<file path="src/include/duck_sprite.mem">
// duck sprite rows, one 32-bit word per row, 4-bit palette index per cell
// rows 0-7 frame 0, rows 8-15 frame 1, leftmost cell in the top nibble
00022000
0023F200
0223A200
02333350
23333350
02C33300
00222000
00E0E000
00022000
0023F200
2223A200
23333350
02333350
02C33300
00222000
000E0E00

</file>
<file path="src/source/duck_hunt_pkg.sv">
// shared constants for the duck hunt display
// screen geometry, sprite sizes, hud layout, colours and state enums

package duck_hunt_pkg;

	// 640x480 timing, sync positions in pixel/line counts
	localparam int h_visible    = 640;
	localparam int v_visible    = 480;
	localparam int h_total      = 800;
	localparam int v_total      = 525;
	localparam int h_sync_start = 656;
	localparam int h_sync_end   = 752;
	localparam int v_sync_start = 490;
	localparam int v_sync_end   = 492;
	localparam int coord_w      = 10;

	// duck sprite: 8x8 cells, each cell drawn 4x4
	localparam int sprite_px    = 8;
	localparam int sprite_scale = 4;
	localparam int duck_size    = 32;
	localparam int hit_margin   = 6;

	// cursor and shot flash
	localparam int cursor_size = 6;
	localparam int flash_half  = 25;

	// bullet squares in the lower hud
	localparam int bullet_x0    = 68;
	localparam int bullet_pitch = 17;
	localparam int bullet_w     = 9;
	localparam int bullet_y0    = 418;
	localparam int bullet_h     = 13;
	localparam int max_shots    = 3;

	// start button on the menu screen
	localparam int start_x0 = 200;
	localparam int start_x1 = 440;
	localparam int start_y0 = 200;
	localparam int start_y1 = 250;

	localparam logic [11:0] white_rgb  = 12'hFFF;
	localparam logic [11:0] bullet_rgb = 12'hAAA;
	localparam logic [11:0] menu_rgb   = 12'h024;
	localparam logic [11:0] button_rgb = 12'hF80;
	localparam logic [11:0] sky_rgb    = 12'h6AF;
	localparam logic [11:0] black_rgb  = 12'h000;

	localparam int transparent_index = 0;

	typedef enum logic {state_menu, state_play} game_state_e;

	// value 3 is unused and shown with the black palette
	typedef enum logic [1:0] {duck_black, duck_red, duck_pink} duck_color_e;

endpackage

</file>
<file path="src/source/vga_controller.sv">
// vga timing generator
// pixel and line counters, registered draw coordinates, blank and syncs

`timescale 1ns/1ps

module vga_controller (
	input  logic                               vga_clk,
	input  logic                               Reset,
	output logic [duck_hunt_pkg::coord_w-1:0] draw_x,
	output logic [duck_hunt_pkg::coord_w-1:0] draw_y,
	output logic                               blank,
	output logic                               hsync,
	output logic                               vsync
);

	logic [duck_hunt_pkg::coord_w-1:0] h_cnt;
	logic [duck_hunt_pkg::coord_w-1:0] v_cnt;
	logic                              h_last;

	assign h_last = (h_cnt == duck_hunt_pkg::h_total - 1);

	// free running counters, one pixel per clock
	always_ff @(posedge vga_clk or posedge Reset)
	begin
		if (Reset)
		begin
			h_cnt <= '0;
			v_cnt <= '0;
		end
		else
		begin
			if (h_last)
			begin
				h_cnt <= '0;
				if (v_cnt == duck_hunt_pkg::v_total - 1)
					v_cnt <= '0;
				else
					v_cnt <= v_cnt + 1'b1;
			end
			else
				h_cnt <= h_cnt + 1'b1;
		end
	end

	// decoded outputs registered together with the coordinates
	always_ff @(posedge vga_clk or posedge Reset)
	begin
		if (Reset)
		begin
			draw_x <= '0;
			draw_y <= '0;
			blank  <= 1'b0;
			hsync  <= 1'b1;
			vsync  <= 1'b1;
		end
		else
		begin
			draw_x <= h_cnt;
			draw_y <= v_cnt;
			blank  <= (h_cnt < duck_hunt_pkg::h_visible) && (v_cnt < duck_hunt_pkg::v_visible);
			hsync  <= !((h_cnt >= duck_hunt_pkg::h_sync_start) &&
				(h_cnt < duck_hunt_pkg::h_sync_end));
			vsync  <= !((v_cnt >= duck_hunt_pkg::v_sync_start) &&
				(v_cnt < duck_hunt_pkg::v_sync_end));
		end
	end

endmodule

</file>
<file path="src/source/shot_control.sv">
// shot controller
// trigger edge detect, flash timer, bullets fired, duck hit test, menu/play state

`timescale 1ns/1ps

module shot_control #(
	parameter int shot_flash_cycles = 1_000_000
) (
	input  logic                               vga_clk,
	input  logic                               Reset,
	input  logic [duck_hunt_pkg::coord_w-1:0] cursor_x,
	input  logic [duck_hunt_pkg::coord_w-1:0] cursor_y,
	input  logic [duck_hunt_pkg::coord_w-1:0] duck_x,
	input  logic [duck_hunt_pkg::coord_w-1:0] duck_y,
	input  logic                               duck_present,
	input  logic                               trigger,
	output logic                               shot_on,
	output logic [1:0]                         shots_fired,
	output duck_hunt_pkg::game_state_e         game_state,
	output logic                               duck_kill,
	output logic                               game_start
);

	localparam int cnt_w = $clog2(shot_flash_cycles + 1);

	logic             trig_s;
	logic             trig_d;
	logic             trig_rise;
	logic             in_start;
	logic             in_hit_box;
	logic             kill_q;
	logic [cnt_w-1:0] flash_cnt;

	assign trig_rise = trig_s && !trig_d;

	assign in_start = (cursor_x >= duck_hunt_pkg::start_x0) && (cursor_x < duck_hunt_pkg::start_x1) &&
		(cursor_y >= duck_hunt_pkg::start_y0) && (cursor_y < duck_hunt_pkg::start_y1);

	// strictly inside the duck square with the margin taken off each side
	assign in_hit_box = (cursor_x > duck_x + duck_hunt_pkg::hit_margin) &&
		(cursor_x < duck_x + duck_hunt_pkg::duck_size - duck_hunt_pkg::hit_margin) &&
		(cursor_y > duck_y + duck_hunt_pkg::hit_margin) &&
		(cursor_y < duck_y + duck_hunt_pkg::duck_size - duck_hunt_pkg::hit_margin);

	assign duck_kill = shot_on && duck_present && in_hit_box;

	always_ff @(posedge vga_clk or posedge Reset)
	begin
		if (Reset)
		begin
			trig_s      <= 1'b0;
			trig_d      <= 1'b0;
			kill_q      <= 1'b0;
			shot_on     <= 1'b0;
			flash_cnt   <= '0;
			shots_fired <= '0;
			game_state  <= duck_hunt_pkg::state_menu;
			game_start  <= 1'b0;
		end
		else
		begin
			trig_s     <= trigger;
			trig_d     <= trig_s;
			kill_q     <= duck_kill;
			game_start <= 1'b0;

			// flash ends on timeout or release, whichever is first
			if (shot_on)
			begin
				if (flash_cnt == 0 || !trig_s)
					shot_on <= 1'b0;
				else
					flash_cnt <= flash_cnt - 1'b1;
			end

			if (game_state == duck_hunt_pkg::state_menu)
			begin
				if (trig_rise && in_start)
				begin
					game_state <= duck_hunt_pkg::state_play;
					game_start <= 1'b1;
				end
			end
			else if (duck_kill && !kill_q)
				shots_fired <= '0;
			else if (trig_rise && shots_fired < 2'(duck_hunt_pkg::max_shots))
			begin
				shots_fired <= shots_fired + 1'b1;
				shot_on     <= 1'b1;
				flash_cnt   <= cnt_w'(shot_flash_cycles - 1);
			end
		end
	end

endmodule

</file>
<file path="src/source/duck_sprite_rom.sv">
// duck sprite rom
// packed rows of 4-bit palette indices, two animation frames

`timescale 1ns/1ps

module duck_sprite_rom (
	input  logic                               vga_clk,
	input  logic                               duck_frame,
	input  logic [duck_hunt_pkg::coord_w-1:0] draw_y,
	input  logic [duck_hunt_pkg::coord_w-1:0] duck_y,
	output logic [4*duck_hunt_pkg::sprite_px-1:0] row_bits
);

	localparam int row_w = $clog2(duck_hunt_pkg::sprite_px);

	logic [4*duck_hunt_pkg::sprite_px-1:0] rom [2*duck_hunt_pkg::sprite_px];
	logic [duck_hunt_pkg::coord_w-1:0]     dy;
	logic [row_w-1:0]                      row;

	initial
	begin
		$readmemh("/design/src/include/duck_sprite.mem", rom);
	end

	// rows past the sprite wrap, the mapper masks them anyway
	assign dy  = draw_y - duck_y;
	assign row = row_w'(dy / duck_hunt_pkg::sprite_scale);

	always_ff @(posedge vga_clk)
	begin
		row_bits <= rom[{duck_frame, row}];
	end

endmodule

</file>
<file path="src/source/duck_palette.sv">
// duck palette
// three 16-entry colour tables and the transparent key

`timescale 1ns/1ps

module duck_palette (
	input  logic [3:0]                 index,
	input  duck_hunt_pkg::duck_color_e duck_color,
	output logic [11:0]                rgb,
	output logic                       transparent
);

	// entry 0 is the key colour and never shown
	localparam logic [11:0] black_tab [16] = '{
		12'h000, 12'h111, 12'h333, 12'h555, 12'hFFF, 12'hF90, 12'hC60, 12'h064,
		12'h0A6, 12'h742, 12'hA86, 12'hDDC, 12'h222, 12'h888, 12'h530, 12'hFD0
	};

	localparam logic [11:0] red_tab [16] = '{
		12'h000, 12'h300, 12'h822, 12'hC33, 12'hFFF, 12'hF90, 12'hC60, 12'hA11,
		12'hE44, 12'h742, 12'hA86, 12'hDDC, 12'h611, 12'h888, 12'h530, 12'hFD0
	};

	localparam logic [11:0] pink_tab [16] = '{
		12'h000, 12'h524, 12'hB69, 12'hE8B, 12'hFFF, 12'hF90, 12'hC60, 12'hD7A,
		12'hFAD, 12'h742, 12'hA86, 12'hDDC, 12'h936, 12'h888, 12'h530, 12'hFD0
	};

	always_comb
	begin
		case (duck_color)
			duck_hunt_pkg::duck_red:  rgb = red_tab[index];
			duck_hunt_pkg::duck_pink: rgb = pink_tab[index];
			// black, and the unused code 3
			default:                  rgb = black_tab[index];
		endcase
	end

	assign transparent = (index == 4'(duck_hunt_pkg::transparent_index));

endmodule

</file>
<file path="src/source/color_mapper.sv">
// colour mapper
// pixel hit tests for cursor, flash, duck, bullets and start button
// registered priority mux producing the pixel colour

`timescale 1ns/1ps

module color_mapper (
	input  logic                               vga_clk,
	input  logic                               Reset,
	input  logic [duck_hunt_pkg::coord_w-1:0] draw_x,
	input  logic [duck_hunt_pkg::coord_w-1:0] draw_y,
	input  logic                               blank,
	input  logic [duck_hunt_pkg::coord_w-1:0] cursor_x,
	input  logic [duck_hunt_pkg::coord_w-1:0] cursor_y,
	input  logic [duck_hunt_pkg::coord_w-1:0] duck_x,
	input  logic [duck_hunt_pkg::coord_w-1:0] duck_y,
	input  logic                               duck_present,
	input  logic                               shot_on,
	input  logic [1:0]                         shots_fired,
	input  duck_hunt_pkg::game_state_e         game_state,
	input  logic [4*duck_hunt_pkg::sprite_px-1:0] row_bits,
	input  logic [11:0]                        pal_rgb,
	input  logic                               pal_transparent,
	output logic [3:0]                         pal_index,
	output logic [3:0]                         red,
	output logic [3:0]                         green,
	output logic [3:0]                         blue
);

	localparam int col_w = $clog2(duck_hunt_pkg::sprite_px);
	localparam int cw    = duck_hunt_pkg::coord_w;

	logic signed [cw:0]   cur_dx;
	logic signed [cw:0]   cur_dy;
	logic [cw:0]          abs_dx;
	logic [cw:0]          abs_dy;
	logic [cw-1:0]        duck_dx;
	logic [cw-1:0]        duck_dy;
	logic                 cursor_hit;
	logic                 flash_hit;
	logic                 duck_hit;
	logic                 button_hit;
	logic [2:0]           bullet_hit;
	logic                 bullet_lit;
	logic [11:0]          rgb_next;

	// one cycle delay to line up with the rom read
	logic                 blank_d;
	logic                 cursor_d;
	logic                 flash_d;
	logic                 duck_d;
	logic                 button_d;
	logic [2:0]           bullet_d;
	logic [col_w-1:0]     col_d;

	//----------------------------------------------------------------------
	// pixel tests on the current coordinate
	//----------------------------------------------------------------------
	assign cur_dx = $signed({1'b0, draw_x}) - $signed({1'b0, cursor_x});
	assign cur_dy = $signed({1'b0, draw_y}) - $signed({1'b0, cursor_y});
	assign abs_dx = cur_dx[cw] ? -cur_dx : cur_dx;
	assign abs_dy = cur_dy[cw] ? -cur_dy : cur_dy;

	// diamond: |dx| + |dy| within the radius
	assign cursor_hit = (abs_dx + abs_dy) <= duck_hunt_pkg::cursor_size;
	assign flash_hit  = (cur_dx >= -duck_hunt_pkg::flash_half) && (cur_dx <= duck_hunt_pkg::flash_half) &&
		(cur_dy >= -duck_hunt_pkg::flash_half) && (cur_dy <= duck_hunt_pkg::flash_half);

	// offsets left of or above the duck wrap to large values
	assign duck_dx  = draw_x - duck_x;
	assign duck_dy  = draw_y - duck_y;
	assign duck_hit = duck_present && (duck_dx < duck_hunt_pkg::duck_size) &&
		(duck_dy < duck_hunt_pkg::duck_size);

	assign button_hit = (draw_x >= duck_hunt_pkg::start_x0) && (draw_x < duck_hunt_pkg::start_x1) &&
		(draw_y >= duck_hunt_pkg::start_y0) && (draw_y < duck_hunt_pkg::start_y1);

	always_comb
	begin
		for (int i = 0; i < 3; i++)
			bullet_hit[i] = (draw_x >= duck_hunt_pkg::bullet_x0 + i * duck_hunt_pkg::bullet_pitch) &&
				(draw_x < duck_hunt_pkg::bullet_x0 + i * duck_hunt_pkg::bullet_pitch +
				duck_hunt_pkg::bullet_w) && (draw_y >= duck_hunt_pkg::bullet_y0) &&
				(draw_y < duck_hunt_pkg::bullet_y0 + duck_hunt_pkg::bullet_h);
	end

	always_ff @(posedge vga_clk)
	begin
		cursor_d <= cursor_hit;
		flash_d  <= flash_hit;
		duck_d   <= duck_hit;
		button_d <= button_hit;
		bullet_d <= bullet_hit;
		col_d    <= col_w'(duck_dx / duck_hunt_pkg::sprite_scale);
	end

	//----------------------------------------------------------------------
	// sprite nibble and colour priority
	//----------------------------------------------------------------------
	// column 0 sits in the top nibble
	assign pal_index = row_bits[(duck_hunt_pkg::sprite_px - 1 - col_d) * 4 +: 4];

	// rightmost square goes first
	always_comb
	begin
		bullet_lit = 1'b0;
		for (int i = 0; i < 3; i++)
			if (bullet_d[i] && (shots_fired <= 2 - i))
				bullet_lit = 1'b1;
	end

	always_comb
	begin
		if (!blank_d)
			rgb_next = duck_hunt_pkg::black_rgb;
		else if (shot_on)
			rgb_next = flash_d ? duck_hunt_pkg::white_rgb : duck_hunt_pkg::black_rgb;
		else if (cursor_d)
			rgb_next = duck_hunt_pkg::white_rgb;
		else if (duck_d && !pal_transparent)
			rgb_next = pal_rgb;
		else if (game_state == duck_hunt_pkg::state_play)
			rgb_next = bullet_lit ? duck_hunt_pkg::bullet_rgb : duck_hunt_pkg::sky_rgb;
		else
			rgb_next = button_d ? duck_hunt_pkg::button_rgb : duck_hunt_pkg::menu_rgb;
	end

	always_ff @(posedge vga_clk or posedge Reset)
	begin
		if (Reset)
		begin
			blank_d            <= 1'b0;
			{red, green, blue} <= '0;
		end
		else
		begin
			blank_d            <= blank;
			{red, green, blue} <= rgb_next;
		end
	end

endmodule

</file>
<file path="src/source/duck_hunt_display.sv">
// duck hunt display top level
// vga timing, shot control, sprite rom, palette and colour mapper

`timescale 1ns/1ps

module duck_hunt_display #(
	parameter int shot_flash_cycles = 1_000_000
) (
	input  logic                               vga_clk,
	input  logic                               Reset,
	input  logic [duck_hunt_pkg::coord_w-1:0] cursor_x,
	input  logic [duck_hunt_pkg::coord_w-1:0] cursor_y,
	input  logic [duck_hunt_pkg::coord_w-1:0] duck_x,
	input  logic [duck_hunt_pkg::coord_w-1:0] duck_y,
	input  logic                               duck_frame,
	input  duck_hunt_pkg::duck_color_e         duck_color,
	input  logic                               duck_present,
	input  logic                               trigger,
	output logic [3:0]                         red,
	output logic [3:0]                         green,
	output logic [3:0]                         blue,
	output logic                               hsync,
	output logic                               vsync,
	output logic [duck_hunt_pkg::coord_w-1:0] draw_x,
	output logic [duck_hunt_pkg::coord_w-1:0] draw_y,
	output logic [1:0]                         shots_fired,
	output logic                               duck_kill,
	output logic                               game_start
);

	logic                                  blank;
	logic                                  shot_on;
	duck_hunt_pkg::game_state_e            game_state;
	logic [4*duck_hunt_pkg::sprite_px-1:0] row_bits;
	logic [3:0]                            pal_index;
	logic [11:0]                           pal_rgb;
	logic                                  pal_transparent;

	vga_controller u_vga_controller (
		.vga_clk (vga_clk),
		.Reset   (Reset),
		.draw_x  (draw_x),
		.draw_y  (draw_y),
		.blank   (blank),
		.hsync   (hsync),
		.vsync   (vsync)
	);

	shot_control #(
		.shot_flash_cycles (shot_flash_cycles)
	) u_shot_control (
		.vga_clk      (vga_clk),
		.Reset        (Reset),
		.cursor_x     (cursor_x),
		.cursor_y     (cursor_y),
		.duck_x       (duck_x),
		.duck_y       (duck_y),
		.duck_present (duck_present),
		.trigger      (trigger),
		.shot_on      (shot_on),
		.shots_fired  (shots_fired),
		.game_state   (game_state),
		.duck_kill    (duck_kill),
		.game_start   (game_start)
	);

	duck_sprite_rom u_duck_sprite_rom (
		.vga_clk    (vga_clk),
		.duck_frame (duck_frame),
		.draw_y     (draw_y),
		.duck_y     (duck_y),
		.row_bits   (row_bits)
	);

	duck_palette u_duck_palette (
		.index       (pal_index),
		.duck_color  (duck_color),
		.rgb         (pal_rgb),
		.transparent (pal_transparent)
	);

	color_mapper u_color_mapper (
		.vga_clk         (vga_clk),
		.Reset           (Reset),
		.draw_x          (draw_x),
		.draw_y          (draw_y),
		.blank           (blank),
		.cursor_x        (cursor_x),
		.cursor_y        (cursor_y),
		.duck_x          (duck_x),
		.duck_y          (duck_y),
		.duck_present    (duck_present),
		.shot_on         (shot_on),
		.shots_fired     (shots_fired),
		.game_state      (game_state),
		.row_bits        (row_bits),
		.pal_rgb         (pal_rgb),
		.pal_transparent (pal_transparent),
		.pal_index       (pal_index),
		.red             (red),
		.green           (green),
		.blue            (blue)
	);

endmodule

</file>
<file path="config.mk">
export PLATFORM = sky130hd
export DESIGN_NAME = duck_hunt_display
export DESIGN_NICKNAME = d
export VERILOG_FILES = /design/src/source/duck_hunt_pkg.sv /design/src/source/vga_controller.sv /design/src/source/shot_control.sv /design/src/source/duck_sprite_rom.sv /design/src/source/duck_palette.sv /design/src/source/color_mapper.sv /design/src/source/duck_hunt_display.sv
export SDC_FILE = /design/constraint.sdc
export NUM_CORES = 1
export LEC_CHECK = 0
export ABC_AREA = 1
export BUFFER_PORTS_ARGS = -buffer_cell sky130_fd_sc_hd__buf_2
export CAP_MARGIN = 20
export CORE_MARGIN = 3
export CORE_UTILIZATION = 60
export CTS_CLUSTER_SIZE = 30
export DETAILED_ROUTE_END_ITERATION = 10
export PLACE_DENSITY = 0.89
export SLEW_MARGIN = 10
export SYNTH_ARGS = -nofsm -noshare
export SYNTH_HDL_FRONTEND = slang
export SYNTH_SLANG_ARGS = --single-unit
</file>
<file path="constraint.sdc">
create_clock -name vga_clk -period 10.6 [get_ports vga_clk]
set_clock_uncertainty 0.15 [all_clocks]
set_input_delay 1.06 -clock vga_clk [delete_from_list [all_inputs] [get_ports vga_clk]]
set_output_delay 1.06 -clock vga_clk [all_outputs]
set_load 0.005 [all_outputs]
</file>
==> results of run 1 <==
sequential cells by signal, indices dropped and copies added, names as in the netlist, 2 cells and up:
name / count
u_shot_control.flash_cnt: 20
u_vga_controller.draw_x: 10
u_vga_controller.draw_y: 10
u_vga_controller.h_cnt: 10
u_vga_controller.v_cnt: 10
u_color_mapper.red: 4
u_color_mapper.blue: 3
u_color_mapper.bullet_d: 3
u_color_mapper.green: 2
u_shot_control.shots_fired: 2
per-stage QoR:
step                utilization, %  power, mW  instances  cell area (um^2)
detailed placement            67.0      0.657       1306              8210
floorplan                        -      0.582       1067              7670
global placement              67.0      0.642       1306              8210
CTS                           69.2      0.954       1322              8490
finish                        69.2      0.952       1322              8490
global route                  69.2       1.01       1322              8490
layout make-up:
class,instances,area [um^2],area share (%)
clock buffer,10,229,2.70
clock inverter,6,45.0,0.531
inverter,183,688,8.11
multi-input combinational,786,4750,56.0
sequential,87,2150,25.3
tap,168,210,2.48
timing repair buffer,82,413,4.87
final timing paths:
kind                                                to  slack (ns)                        from
max                                          duck_kill        5.81                   duck_y[1]
min                             u_color_mapper.blank_d        0.25      u_vga_controller.blank
max reg2reg                    u_color_mapper.cursor_d        6.69  u_vga_controller.draw_y[0]
min reg2reg                     u_color_mapper.blank_d        0.25      u_vga_controller.blank
max in group asynchronous    u_vga_controller.v_cnt[4]        8.79                       Reset
min in group asynchronous  u_shot_control.flash_cnt[6]        0.88                       Reset
per-layer routing:
metal | vias up | wire length [um] | GRT usage [%]
met5 | - | 0 | 0
met4 | 0 | 693 | 12.3
met3 | 53 | 1030 | 4.65
met2 | 181 | 8880 | 45.0
met1 | 3291 | 7730 | 32.8
li1 | 3608 | - | -
power by group:
part           internal, mW  switching, mW  total, mW
logic                 0.105          0.168      0.273
registers             0.359         0.0261      0.385
clock network         0.160          0.134      0.294
worst max-delay path, cell delays in order:
cell      delay [ns]
buf_2           0.13
inv_1           0.06
ha_1            0.22
nor3_1          0.38
inv_1           0.11
nor2_1          0.14
inv_1           0.05
o21ai_0         0.19
ha_1            0.28
nand2_1         0.09
nor2_1          0.05
nand3_1         0.10
nand3b_1        0.08
nor2_1          0.10
nand2_1         0.06
nor2_1          0.11
and3_1          0.23
buf_2           0.13
Yosys cell counts (4+ instances only):
master / n
a21oi_1: 42
a31oi_1: 6
dfrtp_1: 79
dfxtp_1: 6
ha_1: 91
inv_1: 179
nand2_1: 238
nand2_2: 5
nand3_1: 63
nand3_2: 5
nand4_1: 22
nor2_1: 117
nor3_1: 19
nor4_1: 12
o211ai_1: 5
o21ai_0: 34
or2_2: 4
xnor2_1: 11
xor2_1: 55
cells by family (layout without fill, tap and decap cells):
group	count (synthesis)	count (layout)	synth area share, %
muxes	2	2	0.261
buffers and inverters	194	281	9.99
DFF	87	87	28.0
and+or+nand+nor	506	506	29.0
xor gates and xnor gates	67	67	7.75
AOI/OAI and AO/OA	117	117	9.30
adders and majority gates	94	94	15.6
==> out/qor.yml, run 1 <==
finalSetupTns_ns: 0
dieArea_mm2: 0.0142
yosysTopAreaCell: "dfrtp_1"
hold_path_depth: 0
gp_congestion: 0.927
vias: 7133
layout_commonest_cell: "nand2_1"
numCtsBuffers: 9
drv_cap: 0
dr.pass1.iters: 5
rsz0062_at_grt: "no"
fp.dieW_um: 119
clkTransAtPathRegs_ns: 0.06
nets: 1290
cts_buffer_depth: 2
ioPinCount: 85
die_h_um: 119
cts_setup_buffers: 0
final_cell_mix: "nand2_1 (238), inv_1 (178), nor2_1 (117)"
r2r_cells: 20
viasPerCell: 5.40
cts_hold_buf: 0
htree_levels: 3
dp_hpwl_mm: 14.5
synth_edf_count: 0
synth_cell_type_count: 57
grt_max_degree: 82
postSynthNetCount: 1208
tightest_slew_ns: 0.999
coreArea_mm2: 0.0123
cts_tree: "yes"
first_global_vias: 6971
avgSynthCellArea_um2: 7.19
peakVddDrop_v: 0.000175
grt_pass1_wl_mm: 31.1
drcViolationCount: 0
synth_top_cell_area_share_pct: 25.8
status: "finished clean"
hp-class: "flop to flop"
whs_ns: 0.250
grt_antenna_before_repair: 0
finalHoldViolCount: 0
cts_resized: 0
critPathLaunchType: "input port"
async_reset_ff_share_pct: 93.1
synth_seq_cells: 87
slew_headroom_pct: 33.4
crit_arrival_ns: 3.58
area_growth_pct: 10.7
synth.area.top_cells: "dfrtp_1 (26%), ha_1 (15%), nand2_1 (12%), inv_1 (8.8%), xor2_1 (6.3%)"
totalWireLength_mm: 18.3
critPathCaptureType: "output port"
fmax_mhz: 209
wire_per_inst_um: 13.9
setup_viol: 0
critical_path_required_ns: 9.39
io_buffer_count: 81
synth_top_flop_cell: "dfrtp_1"
clkSinkCount: 87
ys_seq_area_share_pct: 28.0
fillers: 979
dp_slack_ns: 5.84
yosys_warnings: 0
leakagePower_nw: 4.61
setup_ws_ns: 5.81
insertion_delay_ns: 0.34
cellPowerDensity_mw_per_mm2: 112
start_util_pct: 62.5
min_period_ns: 4.79
drive_above_1_share_pct: 11.4
first_iter_violations: 545
path_class: "input port to output port"
syn_area_mm2: 0.00767
fin_crit_sh_pct: 45.2
crit_fanout: 5
cts_root_buffer: "clkbuf_16"
grt_overflow_total: 0
synthCells: 1067
n_antenna_cell: 0
gr-usage-all-layers_pct: 26.5
drv_slew: 0
num_rows: 40
final_antenna_net_count: 0
Note: power is estimated with default switching activity, not from simulation.
==> run 2, diff against run 1 <==
CORE_UTILIZATION = 55   (was 60)
PLACE_DENSITY = 0.87   (was 0.89)
clock period = 4 ns   (was 10.6 ns; I/O delays follow)
==> run 2 against run 1 <==
Net effect: cell area is 1.5% higher; critical path type is now flop to flop; worst hold slack got worse by 0.23 ns; via count fell by 0.88%; setup slack worse by 5.5 ns; critical endpoint is now u_color_mapper.cursor_d; first-iteration DRC count fell by 5.7%; sequential share of layout area down 0.38 points; flip-flop and latch count stayed put; highest routed layer unchanged; clock-buffer cell count up 1; clock power increased to 2.7 times the previous value.
==> out/qor.yml, run 2 (same netlist as run 1, synthesis figures left out) <==
status: "finished clean"
ioPinCount: 85
drive_above_1_share_pct: 12.8
clkSinkCount: 87
final_cell_mix: "nand2_1 (238), inv_1 (178), nor2_1 (116)"
r2r_cells: 20
fmax_mhz: 268
grt_overflow_total: 0
p_sw_mw: 0.858
dr.pass1.iters: 6
gr-usage-all-layers_pct: 24.8
regMostFlops: "u_shot_control.flash_cnt"
tightest_slew_ns: 0.848
cts_root_buffer: "clkbuf_16"
crit_end: "u_color_mapper.cursor_d"
largest_register_ff_count: 20
numCtsBuffers: 9
gp_congestion: 0.947
grtUsageMet3_pct: 3.45
grt_pass1_wl_mm: 30.8
n_antenna_cell: 0
dp_hpwl_mm: 14.4
crit_fanout: 6
pwr-share-comb_pct: 28.5
grtUsageMet2_pct: 43.9
num_rows: 42
hp-class: "input port to flop"
cts_buffer_depth: 2
crit_arrival_ns: 3.85
drcViolationCount: 0
insertion_delay_ns: 0.33
finalPower_mw: 2.55
viasPerCell: 5.28
startpoint: "u_vga_controller.draw_y[0]"
setup_viol: 0
final_antenna_net_count: 0
top_usage_layer: "met2"
fin_crit_sh_pct: 93.3
totalWireLength_mm: 18.5
io_buffer_count: 81
critPathLaunchType: "flop"
drv_cap: 0
nets: 1300
reg2reg_to: "u_color_mapper.cursor_d"
fp.dieW_um: 124
critical_path_required_ns: 4.12
switching_share_pct: 33.6
grt_antenna_before_repair: 0
critPathCaptureType: "flop"
path_class: "flop to flop"
finalHoldViolCount: 0
fillers: 1184
start_util_pct: 57.0
die_h_um: 124
first_global_vias: 6798
drv_slew: 0
coreArea_mm2: 0.0135
leakagePower_nw: 4.67
grt_max_degree: 52
wire_per_inst_um: 13.8
met1_usage_pct: 31.3
cellPowerDensity_mw_per_mm2: 296
r2r_setup_slack_ns: 0.27
area_growth_pct: 12.4
r2r-start: "u_vga_controller.draw_y[0]"
cts_hold_buf: 0
dieArea_mm2: 0.0154
cts_tree: "yes"
clock_power_share_pct: 31.6
min_period_ns: 3.73
htree_levels: 3
clkTransAtPathRegs_ns: 0.06
finalSetupTns_ns: 0
vias: 7070
power_frac_seq_pct: 40.0
p_int_mw: 1.69
rsz0062_at_grt: "no"
peakVddDrop_v: 0.000224
layout_commonest_cell: "nand2_1"
slew_headroom_pct: 43.4
first_iter_violations: 514
[run 2: repair_timing]
action	in CTS	in global routing
resized for setup	0	6
buffers inserted	0	3
setup endpoints to repair	0	1
[run 2: power groups by stage]
stage                     registers [mW]  logic (mW)  clock network [mW]
after floorplan                     1.01       0.528                   0
after global placement              1.03       0.678                   0
after detailed placement            1.03       0.709                   0
after CTS                           1.02       0.723               0.816
after global routing                1.03       0.839               0.851
final                               1.02       0.726               0.805
[run 2: critical path, stage by stage, from the launching register on]
cell and delay, ns:
dfrtp_1 0.42, inv_1 0.07, ha_1 0.13, inv_1 0.09, fa_2 0.36, nand3_1 0.08, nand3_1 0.12, nand3_1 0.13
nand2_1 0.06, nand2_1 0.08, nand2_1 0.08, a21oi_4 0.14, inv_2 0.08, nor2_1 0.13, xor2_1 0.21, inv_1 0.06
ha_1 0.28, or4_1 0.53, nor4_1 0.18, nand4_1 0.15, a21oi_2 0.12
[run 2: worst min-delay path by stage]
stage | startpoint | end | slack (ns) | cells after the start
2_1_floorplan | u_vga_controller.blank | u_color_mapper.blank_d | 0.18 | 0
3_3_place_gp | u_vga_controller.blank | u_color_mapper.blank_d | 0.22 | 0
3_5_place_dp | u_vga_controller.blank | u_color_mapper.blank_d | 0.21 | 0
4_1_cts | trigger | u_shot_control.trig_s | 0.02 | 1
5_1_grt | trigger | u_shot_control.trig_s | 0.01 | 1
6_report | trigger | u_shot_control.trig_s | 0.02 | 1
[run 2: through the flow]
stage | hold WS (ns) | util (%) | instance area (um^2) | instances | setup slack, ns
floorplan | 0.181 | - | 7670 | 1067 | 0.586
global placement | 0.215 | 61.5 | 8270 | 1320 | 0.222
detailed placement | 0.214 | 61.5 | 8270 | 1320 | 0.184
CTS | 0.0184 | 63.6 | 8560 | 1336 | 0.203
global route | 0.0148 | 64.0 | 8610 | 1340 | 0.000614
finish | 0.0226 | 64.0 | 8610 | 1340 | 0.267
[run 2: layer usage]
metal	up-vias	wire length, um
li1	3636	-
met2	166	9120
met5	-	0
met3	40	760
met4	0	561
met1	3228	8030
[run 2: cell type report]
class	count	area [um^2]	area share, %
repair buffers	91	480	5.58
multi-input cells	787	4780	55.5
flip-flops and latches	87	2150	25.0
well taps	176	220	2.56
inverters	183	688	7.99
clock inverters	5	38.8	0.450
clock buffers	11	253	2.93
